`config.mk`:
```
export PLATFORM = sky130hd
export DESIGN_NAME = exec_core
export DESIGN_NICKNAME = d
export VERILOG_FILES = /design/src/logic/exec_pkg.sv /design/src/logic/exec_core.sv /design/src/logic/execute_stage.sv /design/src/logic/forwarding_unit.sv /design/src/logic/instr_decoder.sv /design/src/logic/register_file.sv /design/src/logic/result_pipe.sv
export SDC_FILE = /design/constraint.sdc
export NUM_CORES = 2
export LEC_CHECK = 0
export BUFFER_PORTS_ARGS = -buffer_cell sky130_fd_sc_hd__buf_2
export CAP_MARGIN = 10
export CORE_ASPECT_RATIO = 0.8
export CORE_MARGIN = 3
export CORE_UTILIZATION = 63
export CTS_BUF_LIST = sky130_fd_sc_hd__clkbuf_4 sky130_fd_sc_hd__clkbuf_8 sky130_fd_sc_hd__clkbuf_16
export DETAILED_ROUTE_END_ITERATION = 8
export PLACE_DENSITY_LB_ADDON = 0.08
export SLEW_MARGIN = 0
export SYNTH_ARGS = -nofsm -noshare
export SYNTH_HDL_FRONTEND = slang
export SYNTH_SLANG_ARGS = --single-unit
```
`constraint.sdc`:
```
create_clock -name clk -period 8.97 [get_ports clk]
set_input_delay 0.4485 -clock clk [delete_from_list [all_inputs] [get_ports clk]]
set_output_delay 0.4485 -clock clk [all_outputs]
set_load 0.005 [all_outputs]
```
`src/logic/exec_pkg.sv`:
```
package exec_pkg;

    //////////////////////////////
    // Widths
    //////////////////////////////
    localparam int xlen       = 32;
    localparam int reg_addr_w = 5;

    // Major opcodes handled by the slice
    localparam logic [6:0] opc_op     = 7'b0110011;
    localparam logic [6:0] opc_op_imm = 7'b0010011;
    localparam logic [6:0] opc_lui    = 7'b0110111;

    // funct3 codes shared by OP and OP-IMM
    localparam logic [2:0] f3_add  = 3'b000;
    localparam logic [2:0] f3_sll  = 3'b001;
    localparam logic [2:0] f3_slt  = 3'b010;
    localparam logic [2:0] f3_sltu = 3'b011;
    localparam logic [2:0] f3_xor  = 3'b100;
    localparam logic [2:0] f3_srl  = 3'b101;
    localparam logic [2:0] f3_or   = 3'b110;
    localparam logic [2:0] f3_and  = 3'b111;

    // Operand source selects
    localparam logic [2:0] src_regfile = 3'd0;
    localparam logic [2:0] src_const   = 3'd1;
    localparam logic [2:0] src_dm1     = 3'd2;
    localparam logic [2:0] src_dm2     = 3'd3;
    localparam logic [2:0] src_dm3     = 3'd4;
    localparam logic [2:0] src_wb      = 3'd5;

    //////////////////////////////
    // Instruction word
    //////////////////////////////
    typedef struct packed {
        logic [6:0]            funct7;
        logic [reg_addr_w-1:0] rs2;
        logic [reg_addr_w-1:0] rs1;
        logic [2:0]            funct3;
        logic [reg_addr_w-1:0] rd;
        logic [6:0]            opcode;
    } r_fields_t;

    typedef struct packed {
        logic [11:0]           imm12;
        logic [reg_addr_w-1:0] rs1;
        logic [2:0]            funct3;
        logic [reg_addr_w-1:0] rd;
        logic [6:0]            opcode;
    } i_fields_t;

    // Same 32 bits seen as R-type or I-type
    typedef union packed {
        r_fields_t r_fields;
        i_fields_t i_fields;
    } instr_u;

    typedef enum logic [3:0] {
        alu_add,
        alu_sub,
        alu_sll,
        alu_slt,
        alu_sltu,
        alu_xor,
        alu_srl,
        alu_sra,
        alu_or,
        alu_and,
        alu_pass_b
    } alu_op_e;

    //////////////////////////////
    // Pipeline bundles
    //////////////////////////////
    typedef struct packed {
        logic                  valid;
        logic [reg_addr_w-1:0] rs1;
        logic [reg_addr_w-1:0] rs2;
        logic [reg_addr_w-1:0] rd;
        alu_op_e               alu_op;
        logic                  const_a;
        logic                  const_b;
        logic [xlen-1:0]       const_val;
    } ex_op_t;

    typedef struct packed {
        logic                  valid;
        logic [reg_addr_w-1:0] rd;
        logic [xlen-1:0]       data;
    } stage_t;

    // Wishbone classic issue request, write only
    typedef struct packed {
        logic   cyc;
        logic   stb;
        instr_u dat;
    } wb_req_t;

endpackage

```
`src/logic/exec_core.sv`:
```
module exec_core (
    input  logic              clk,
    input  logic              rst_n,
    input  exec_pkg::wb_req_t wb_req,
    output logic              wb_ack,
    output exec_pkg::stage_t  retire
);

    exec_pkg::ex_op_t          ex_op;
    exec_pkg::stage_t          ex_result;
    exec_pkg::stage_t          dm1;
    exec_pkg::stage_t          dm2;
    exec_pkg::stage_t          dm3;
    exec_pkg::stage_t          wb;
    logic [exec_pkg::xlen-1:0] rdata1;
    logic [exec_pkg::xlen-1:0] rdata2;
    logic [2:0]                sel_a;
    logic [2:0]                sel_b;

    //////////////////////////////
    // Issue and operand fetch
    //////////////////////////////
    instr_decoder u_decoder (
        .clk    (clk),
        .rst_n  (rst_n),
        .wb_req (wb_req),
        .wb_ack (wb_ack),
        .ex_op  (ex_op)
    );

    register_file u_regfile (
        .clk    (clk),
        .rst_n  (rst_n),
        .rs1    (ex_op.rs1),
        .rs2    (ex_op.rs2),
        .rdata1 (rdata1),
        .rdata2 (rdata2),
        .wr     (wb)
    );

    //////////////////////////////
    // Execute and result stages
    //////////////////////////////
    forwarding_unit u_fwd (
        .ex_op (ex_op),
        .dm1   (dm1),
        .dm2   (dm2),
        .dm3   (dm3),
        .wb    (wb),
        .sel_a (sel_a),
        .sel_b (sel_b)
    );

    execute_stage u_exec (
        .ex_op     (ex_op),
        .rdata1    (rdata1),
        .rdata2    (rdata2),
        .sel_a     (sel_a),
        .sel_b     (sel_b),
        .dm1       (dm1),
        .dm2       (dm2),
        .dm3       (dm3),
        .wb        (wb),
        .ex_result (ex_result)
    );

    result_pipe u_result (
        .clk       (clk),
        .rst_n     (rst_n),
        .ex_result (ex_result),
        .dm1       (dm1),
        .dm2       (dm2),
        .dm3       (dm3),
        .wb        (wb),
        .retire    (retire)
    );

endmodule

```
`src/logic/execute_stage.sv`:
```
module execute_stage (
    input  exec_pkg::ex_op_t          ex_op,
    input  logic [exec_pkg::xlen-1:0] rdata1,
    input  logic [exec_pkg::xlen-1:0] rdata2,
    input  logic [2:0]                sel_a,
    input  logic [2:0]                sel_b,
    input  exec_pkg::stage_t          dm1,
    input  exec_pkg::stage_t          dm2,
    input  exec_pkg::stage_t          dm3,
    input  exec_pkg::stage_t          wb,
    output exec_pkg::stage_t          ex_result
);

    logic [exec_pkg::xlen-1:0] op_a;
    logic [exec_pkg::xlen-1:0] op_b;
    logic [exec_pkg::xlen-1:0] alu_out;
    logic [4:0]                shamt;

    // Six-way operand select
    function automatic logic [exec_pkg::xlen-1:0] operand(
        input logic [2:0]                sel,
        input logic [exec_pkg::xlen-1:0] rdata,
        input logic [exec_pkg::xlen-1:0] konst,
        input exec_pkg::stage_t          s_dm1,
        input exec_pkg::stage_t          s_dm2,
        input exec_pkg::stage_t          s_dm3,
        input exec_pkg::stage_t          s_wb
    );
        logic [exec_pkg::xlen-1:0] val;
        case (sel)
            exec_pkg::src_const: val = konst;
            exec_pkg::src_dm1:   val = s_dm1.data;
            exec_pkg::src_dm2:   val = s_dm2.data;
            exec_pkg::src_dm3:   val = s_dm3.data;
            exec_pkg::src_wb:    val = s_wb.data;
            default:             val = rdata;
        endcase
        return val;
    endfunction

    // No PC in this slice, so the A-side constant is zero
    assign op_a  = operand(sel_a, rdata1, '0, dm1, dm2, dm3, wb);
    assign op_b  = operand(sel_b, rdata2, ex_op.const_val, dm1, dm2, dm3, wb);
    assign shamt = op_b[4:0];

    //////////////////////////////
    // ALU
    //////////////////////////////
    always_comb
    begin
        case (ex_op.alu_op)
            exec_pkg::alu_add:    alu_out = op_a + op_b;
            exec_pkg::alu_sub:    alu_out = op_a - op_b;
            exec_pkg::alu_sll:    alu_out = op_a << shamt;
            exec_pkg::alu_slt:
                alu_out = {{(exec_pkg::xlen-1){1'b0}}, $signed(op_a) < $signed(op_b)};
            exec_pkg::alu_sltu:
                alu_out = {{(exec_pkg::xlen-1){1'b0}}, op_a < op_b};
            exec_pkg::alu_xor:    alu_out = op_a ^ op_b;
            exec_pkg::alu_srl:    alu_out = op_a >> shamt;
            exec_pkg::alu_sra:    alu_out = $signed(op_a) >>> shamt;
            exec_pkg::alu_or:     alu_out = op_a | op_b;
            exec_pkg::alu_and:    alu_out = op_a & op_b;
            exec_pkg::alu_pass_b: alu_out = op_b;
            default:              alu_out = '0;
        endcase
    end

    // Into DM1 next edge
    assign ex_result.valid = ex_op.valid;
    assign ex_result.rd    = ex_op.rd;
    assign ex_result.data  = alu_out;

endmodule

```
`src/logic/forwarding_unit.sv`:
```
module forwarding_unit (
    input  exec_pkg::ex_op_t ex_op,
    input  exec_pkg::stage_t dm1,
    input  exec_pkg::stage_t dm2,
    input  exec_pkg::stage_t dm3,
    input  exec_pkg::stage_t wb,
    output logic [2:0]       sel_a,
    output logic [2:0]       sel_b
);

    // Youngest matching stage wins
    function automatic logic [2:0] pick_src(
        input logic                            use_const,
        input logic [exec_pkg::reg_addr_w-1:0] rs,
        input exec_pkg::stage_t                s_dm1,
        input exec_pkg::stage_t                s_dm2,
        input exec_pkg::stage_t                s_dm3,
        input exec_pkg::stage_t                s_wb
    );
        logic [2:0] sel;
        if (use_const)
            sel = exec_pkg::src_const;
        else if (rs == '0)
            sel = exec_pkg::src_regfile;
        else if (s_dm1.rd == rs)
            sel = exec_pkg::src_dm1;
        else if (s_dm2.rd == rs)
            sel = exec_pkg::src_dm2;
        else if (s_dm3.rd == rs)
            sel = exec_pkg::src_dm3;
        else if (s_wb.rd == rs)
            sel = exec_pkg::src_wb;
        else
            sel = exec_pkg::src_regfile;
        return sel;
    endfunction

    // Bubbles and non-writing ops carry rd zero, so no valid check
    assign sel_a = pick_src(ex_op.const_a, ex_op.rs1, dm1, dm2, dm3, wb);
    assign sel_b = pick_src(ex_op.const_b, ex_op.rs2, dm1, dm2, dm3, wb);

    sel_in_range: assert final ((sel_a <= exec_pkg::src_wb) && (sel_b <= exec_pkg::src_wb));

endmodule

```
`src/logic/instr_decoder.sv`:
```
module instr_decoder (
    input  logic              clk,
    input  logic              rst_n,
    input  exec_pkg::wb_req_t wb_req,
    output logic              wb_ack,
    output exec_pkg::ex_op_t  ex_op
);

    exec_pkg::instr_u instr;
    exec_pkg::ex_op_t dec_op;

    // funct3 to ALU op, alt picks sub/sra where allowed
    function automatic exec_pkg::alu_op_e alu_from_f3(
        input logic [2:0] funct3,
        input logic       alt,
        input logic       reg_form
    );
        exec_pkg::alu_op_e op;
        case (funct3)
            exec_pkg::f3_add:  op = (alt && reg_form) ? exec_pkg::alu_sub : exec_pkg::alu_add;
            exec_pkg::f3_sll:  op = exec_pkg::alu_sll;
            exec_pkg::f3_slt:  op = exec_pkg::alu_slt;
            exec_pkg::f3_sltu: op = exec_pkg::alu_sltu;
            exec_pkg::f3_xor:  op = exec_pkg::alu_xor;
            exec_pkg::f3_srl:  op = alt ? exec_pkg::alu_sra : exec_pkg::alu_srl;
            exec_pkg::f3_or:   op = exec_pkg::alu_or;
            default:           op = exec_pkg::alu_and;
        endcase
        return op;
    endfunction

    // Accept every strobe in the cycle it shows up
    assign wb_ack = wb_req.cyc & wb_req.stb;
    assign instr  = wb_req.dat;

    always_comb
    begin
        // Undecoded default: no write, constant zero result
        dec_op         = '0;
        dec_op.valid   = 1'b1;
        dec_op.alu_op  = exec_pkg::alu_pass_b;
        dec_op.const_a = 1'b1;
        dec_op.const_b = 1'b1;
        case (instr.r_fields.opcode)
            exec_pkg::opc_op:
            begin
                dec_op.rs1     = instr.r_fields.rs1;
                dec_op.rs2     = instr.r_fields.rs2;
                dec_op.rd      = instr.r_fields.rd;
                dec_op.const_a = 1'b0;
                dec_op.const_b = 1'b0;
                dec_op.alu_op  = alu_from_f3(instr.r_fields.funct3,
                                             instr.r_fields.funct7[5], 1'b1);
            end
            exec_pkg::opc_op_imm:
            begin
                dec_op.rs1       = instr.i_fields.rs1;
                dec_op.rd        = instr.i_fields.rd;
                dec_op.const_a   = 1'b0;
                dec_op.const_val = {{20{instr.i_fields.imm12[11]}}, instr.i_fields.imm12};
                // srai carries its flag in the funct7 position
                dec_op.alu_op    = alu_from_f3(instr.i_fields.funct3,
                                               instr.r_fields.funct7[5], 1'b0);
            end
            exec_pkg::opc_lui:
            begin
                dec_op.rd        = instr.i_fields.rd;
                dec_op.const_val = {instr.i_fields.imm12, instr.i_fields.rs1,
                                    instr.i_fields.funct3, 12'b0};
            end
            default:
            begin
                dec_op.rd = '0;
            end
        endcase
    end

    // EX register, bubble when nothing is accepted
    always_ff @(posedge clk)
    begin
        if (!rst_n)
            ex_op <= '0;
        else if (wb_ack)
            ex_op <= dec_op;
        else
            ex_op <= '0;
    end

    ack_needs_strobe: assert property (@(posedge clk) disable iff (!rst_n)
        wb_ack |-> (wb_req.cyc && wb_req.stb));

endmodule

```
`src/logic/register_file.sv`:
```
module register_file (
    input  logic                              clk,
    input  logic                              rst_n,
    input  logic [exec_pkg::reg_addr_w-1:0]   rs1,
    input  logic [exec_pkg::reg_addr_w-1:0]   rs2,
    output logic [exec_pkg::xlen-1:0]         rdata1,
    output logic [exec_pkg::xlen-1:0]         rdata2,
    input  exec_pkg::stage_t                  wr
);

    // x0 has no storage
    logic [exec_pkg::xlen-1:0] regs [1:(2**exec_pkg::reg_addr_w)-1];

    //////////////////////////////
    // Read ports
    //////////////////////////////
    // Old value is seen during a write; WB forwarding covers it
    assign rdata1 = (rs1 == '0) ? '0 : regs[rs1];
    assign rdata2 = (rs2 == '0) ? '0 : regs[rs2];

    //////////////////////////////
    // Write port
    //////////////////////////////
    always_ff @(posedge clk)
    begin
        if (!rst_n)
        begin
            regs <= '{default: '0};
        end
        else if (wr.valid && (wr.rd != '0))
        begin
            regs[wr.rd] <= wr.data;
        end
    end

endmodule

```
`src/logic/result_pipe.sv`:
```
module result_pipe (
    input  logic             clk,
    input  logic             rst_n,
    input  exec_pkg::stage_t ex_result,
    output exec_pkg::stage_t dm1,
    output exec_pkg::stage_t dm2,
    output exec_pkg::stage_t dm3,
    output exec_pkg::stage_t wb,
    output exec_pkg::stage_t retire
);

    //////////////////////////////
    // DM1 to WB delay line
    //////////////////////////////
    // DM stages only delay the result here
    always_ff @(posedge clk)
    begin
        if (!rst_n)
        begin
            dm1 <= '0;
            dm2 <= '0;
            dm3 <= '0;
            wb  <= '0;
        end
        else
        begin
            dm1 <= ex_result;
            dm2 <= dm1;
            dm3 <= dm2;
            wb  <= dm3;
        end
    end

    // WB doubles as the retire port
    assign retire = wb;

    wb_data_known: assert property (@(posedge clk) disable iff (!rst_n)
        wb.valid |-> !$isunknown(wb.data));

endmodule

```
==> summary.txt <==
Logic synthesis
  • Post-Syn Area: 69700 µm²
  • Synth Flop Type: dfxtp_1
  • Sequential area share after synthesis: 34.4%
  • Mapped Nets: 7846
  • Netlist cell types: 92
  • Syn_area_per_cell: 9.05 µm²
  • Post-synth EDFFs: 0
  • Seq cells post-synth: between 1000 and 1500
  • Ys async rst share: 0%
  • Synthesis Warnings: 0
  • Post-Synthesis Cells: about 7700

Min path
  • Worst min-delay path category: primary input to flip-flop

Route
  • DRT Pass-1 Iters: 9
  • WL/cell: 32.2 µm
  • Post-DRT Antenna Nets: 0
  • # DRC: 4
  • DR vias/cell: 7.27
  • Vias: roughly 65000
  • 1st-iter DRT viols: roughly 11000
  • WL final: ~290000 µm

Worst setup path
  • Most repeated library cell on the critical path: a21oi_1
  • CP cell instances: buf_4 > mux4_2 > a221oi_1 > nor2_1 > o32ai_1 > inv_1 > ha_1 > nor2b_1 > o21ai_0 > a21oi_1 > a2111oi_0 > buf_4 > a21oi_1 > o31ai_1 > a31oi_1 > o221ai_1 > a21boi_0 > xnor2_1 > o2111a_1 > a21oi_1
  • Crit path DAT: 8.45 ns
  • Critical Path Fanout Max: 34
  • Top delay family on crit path: compound AO/OA/AOI/OAI gates
  • Kind of critical path: flip-flop to flip-flop
  • WP data required: 9.63 ns
  • Critical Path Sink Type: flip-flop
  • CP bufs+invs: 3
  • Max stage delay cell, worst path: a221oi_1
  • Setup crit start kind: flip-flop
  • Max incr delay on CP: 0.96 ns

Cells and area
  • Fillers: 8157
  • Nets: 7514
  • Share of layout cells above drive strength 1: about 17%
  • Layout overhead on the synthesized area: 8.05%

Placed design
  • Port bufs: 74
  • Dpl hpwl: between 150000 and 200000 µm
  • Pre-CTS setup slack: approximately 1.4 ns
  • GPL Wtd Cong: 1.07

STA
  • Worst setup margin: 1.18 ns
  • Fmax achieved: ~130 MHz
  • Setup tns final: 0 ns
  • Rel. slew slack: -0.311%
  • Final min period: 7.79 ns
  • Final hold vios: 0
  • RSZ-0062 raised after global routing: false
  • Final setup vio count: 0
  • Actual slew at the worst max-slew pin: 1.46 ns
  • Final Max Tran Viols: 1
  • Fin crit share: 86.8%
  • Layout Skew: 0.0366 ns

Clocking
  • Number of post-CTS setup repair buffers: 0
  • CTS root buf: clkbuf_16
  • CTS resizes: 0
  • CTS tree: done
  • CTS H-Tree Depth: 3
  • Clock transition at path regs: 0.07 ns
  • CTS Hold Bufs: 12
  • Clock Sinks: 1198
  • CTS Buf Count: 116
  • Bufs on Longest Clock Path: 3
  • Clock Latency Late Sink: slightly below 0.8 ns

Floorplan
  • Cell Rows: 108
  • Die width: 378 µm
  • Chip height: 304 µm
  • Core area: 109000 µm²
  • Top Ports: 75
  • Initial Utilization: 63.9%
  • Die Footprint: between 100000 and 150000 µm²

Global routing
  • Global-route wire length before repair: 414000 µm
  • Largest net degree at the start of global routing: 262
  • Vias in the first global route: between 60000 and 70000
  • Total GRT Usage: approximately half
  • Global route total overflow: 0
  • Initial antenna violation count: 5

Pwr
  • Maximum VDD drop: between 0.15 and 0.2 mV
  • Cell area power density: about 150 nW/µm²
  • Leakage power figure: 0.0250 µW

Flow run
  • Max-cap violation count: 1

Outcome
  • Failing checks: design-rule violations, max-capacitance violations, max-slew violations
  • Status: finished with violations
-- synthesized netlist by cell type (32+ instances only) --
cell	n	area, µm²
a21boi_0	993	7450
a21oi_1	126	631
inv_1	149	559
a22o_1	77	674
a221oi_1	47	412
nor2b_1	32	200
nand2_1	2155	8090
a22oi_1	44	330
dfxtp_1	1198	24000
a211oi_1	52	390
o21ai_0	113	566
o22ai_1	77	482
nor3_1	75	375
and2_1	145	907
mux2_2	74	833
mux2i_1	166	1660
buf_1	45	169
nor2_1	246	923
o221ai_1	33	289
clkbuf_1	572	2150
ha_1	104	1300
buf_2	98	490
nand3_1	39	195
mux4_2	551	12400
-- final timing paths --
path	startpoint	endpoint	slack, ns	depth (start not counted)
hold reg to reg	u_result.dm1[37]	u_result.dm2[37]	0.43	1
setup / recovery	u_decoder.ex_op[48]	u_result.dm1[29]	1.18	20
hold / removal	wb_req[26]	u_decoder.ex_op[6]	0.03	3
setup reg to reg	u_decoder.ex_op[48]	u_result.dm1[29]	1.18	20
-- cells in the final DEF (no fill, tap or decap), types with 17 or more instances in the layout --
master,count
nand2_1,2121
dfxtp_1,1188
a21boi_0,993
mux4_2,551
nor2_1,228
buf_4,220
mux2i_1,163
inv_1,149
and2_1,144
a21oi_1,126
clkbuf_16,117
o21ai_0,113
ha_1,104
a22o_1,77
o22ai_1,77
mux2_2,74
buf_2,74
nor3_1,62
a211oi_1,51
a221oi_1,47
a22oi_1,44
nand3_1,39
nand2_2,34
o221ai_1,33
xnor2_1,31
a222oi_1,29
nor2b_1,29
clkbuf_4,25
o211a_1,24
a31oi_1,22
clkbuf_8,22
xor2_1,20
clkinv_2,20
nor2_4,18
o21bai_1,18
nand2b_1,17
a32oi_1,17
-- final cells by class --
class / instances / area [µm²] / share of cell area (%)
diodes: 4 / 10.0 / 0.0133
clock buffers: 164 / 3420 / 4.54
clock inverters: 51 / 771 / 1.02
inverters: 153 / 574 / 0.763
multi-input cells: 5586 / 42400 / 56.3
flip-flops and latches: 1198 / 24000 / 31.9
well taps: 1430 / 1790 / 2.38
repair buffers: 317 / 2360 / 3.13
-- metal layers --
layer	track usage [%]	vias up	part of all wire (%)
met5	1.22	-	0.086
met4	26.1	10	6.5
met2	65.1	5918	39
met3	20.6	1164	18
li1	-	26600	-
met1	67.6	31100	37
-- power breakdown --
group / internal [µW] / switching (µW) / leakage [µW]
Clock: 3130 / 2290 / 0.00209
Sequential: 5330 / 19.9 / 0.00966
Combinational: 183 / 345 / 0.0132
-- tightest hold or removal path: stages --
cell and delay [ns]:
buf_2 0.10, nand2_1 0.13, nor2_1 0.06
-- registers in the layout (all words and copies together), names as in the netlist --
register,count
u_decoder.ex_op,54
u_regfile.regs,992
u_result.dm1,38
u_result.dm2,38
u_result.dm3,38
u_result.retire,38
-- stage by stage --
| stage | cell area, µm² | hold slack (ns) | utilization (%) | instances | total power [µW] |
|---|---|---|---|---|---|
| after floorplan | 69700 | 0.412 | - | 7704 | 5770 |
| after global placement | 71000 | 0.413 | 65.1 | 8671 | 5960 |
| after detailed placement | 71000 | 0.421 | 65.1 | 8672 | 5960 |
| after CTS | 75300 | 0.000355 | 69.1 | 8899 | 11200 |
| after global routing | 75300 | 0.0234 | 69.1 | 8899 | 11500 |
| final | 75300 | 0.0303 | 69.1 | 8903 | 11300 |
-- cells by family (layout without fill, tap and decap cells) --
family | count (synthesis) | after routing | share of synthesized area, %
buffers and inverters | 920 | 685 | 5.39
adder cells (fa/ha/maj) | 106 | 106 | 1.92
multiplexers | 794 | 794 | 21.4
XOR/XNOR | 51 | 51 | 0.641
other | 0 | 4 | 0
AO/OA/AOI/OAI | 1843 | 1843 | 19.8
flip-flops | 1198 | 1198 | 34.4
AND/OR/NAND/NOR | 2792 | 2792 | 16.3
Power figures use the tool's default switching activity.
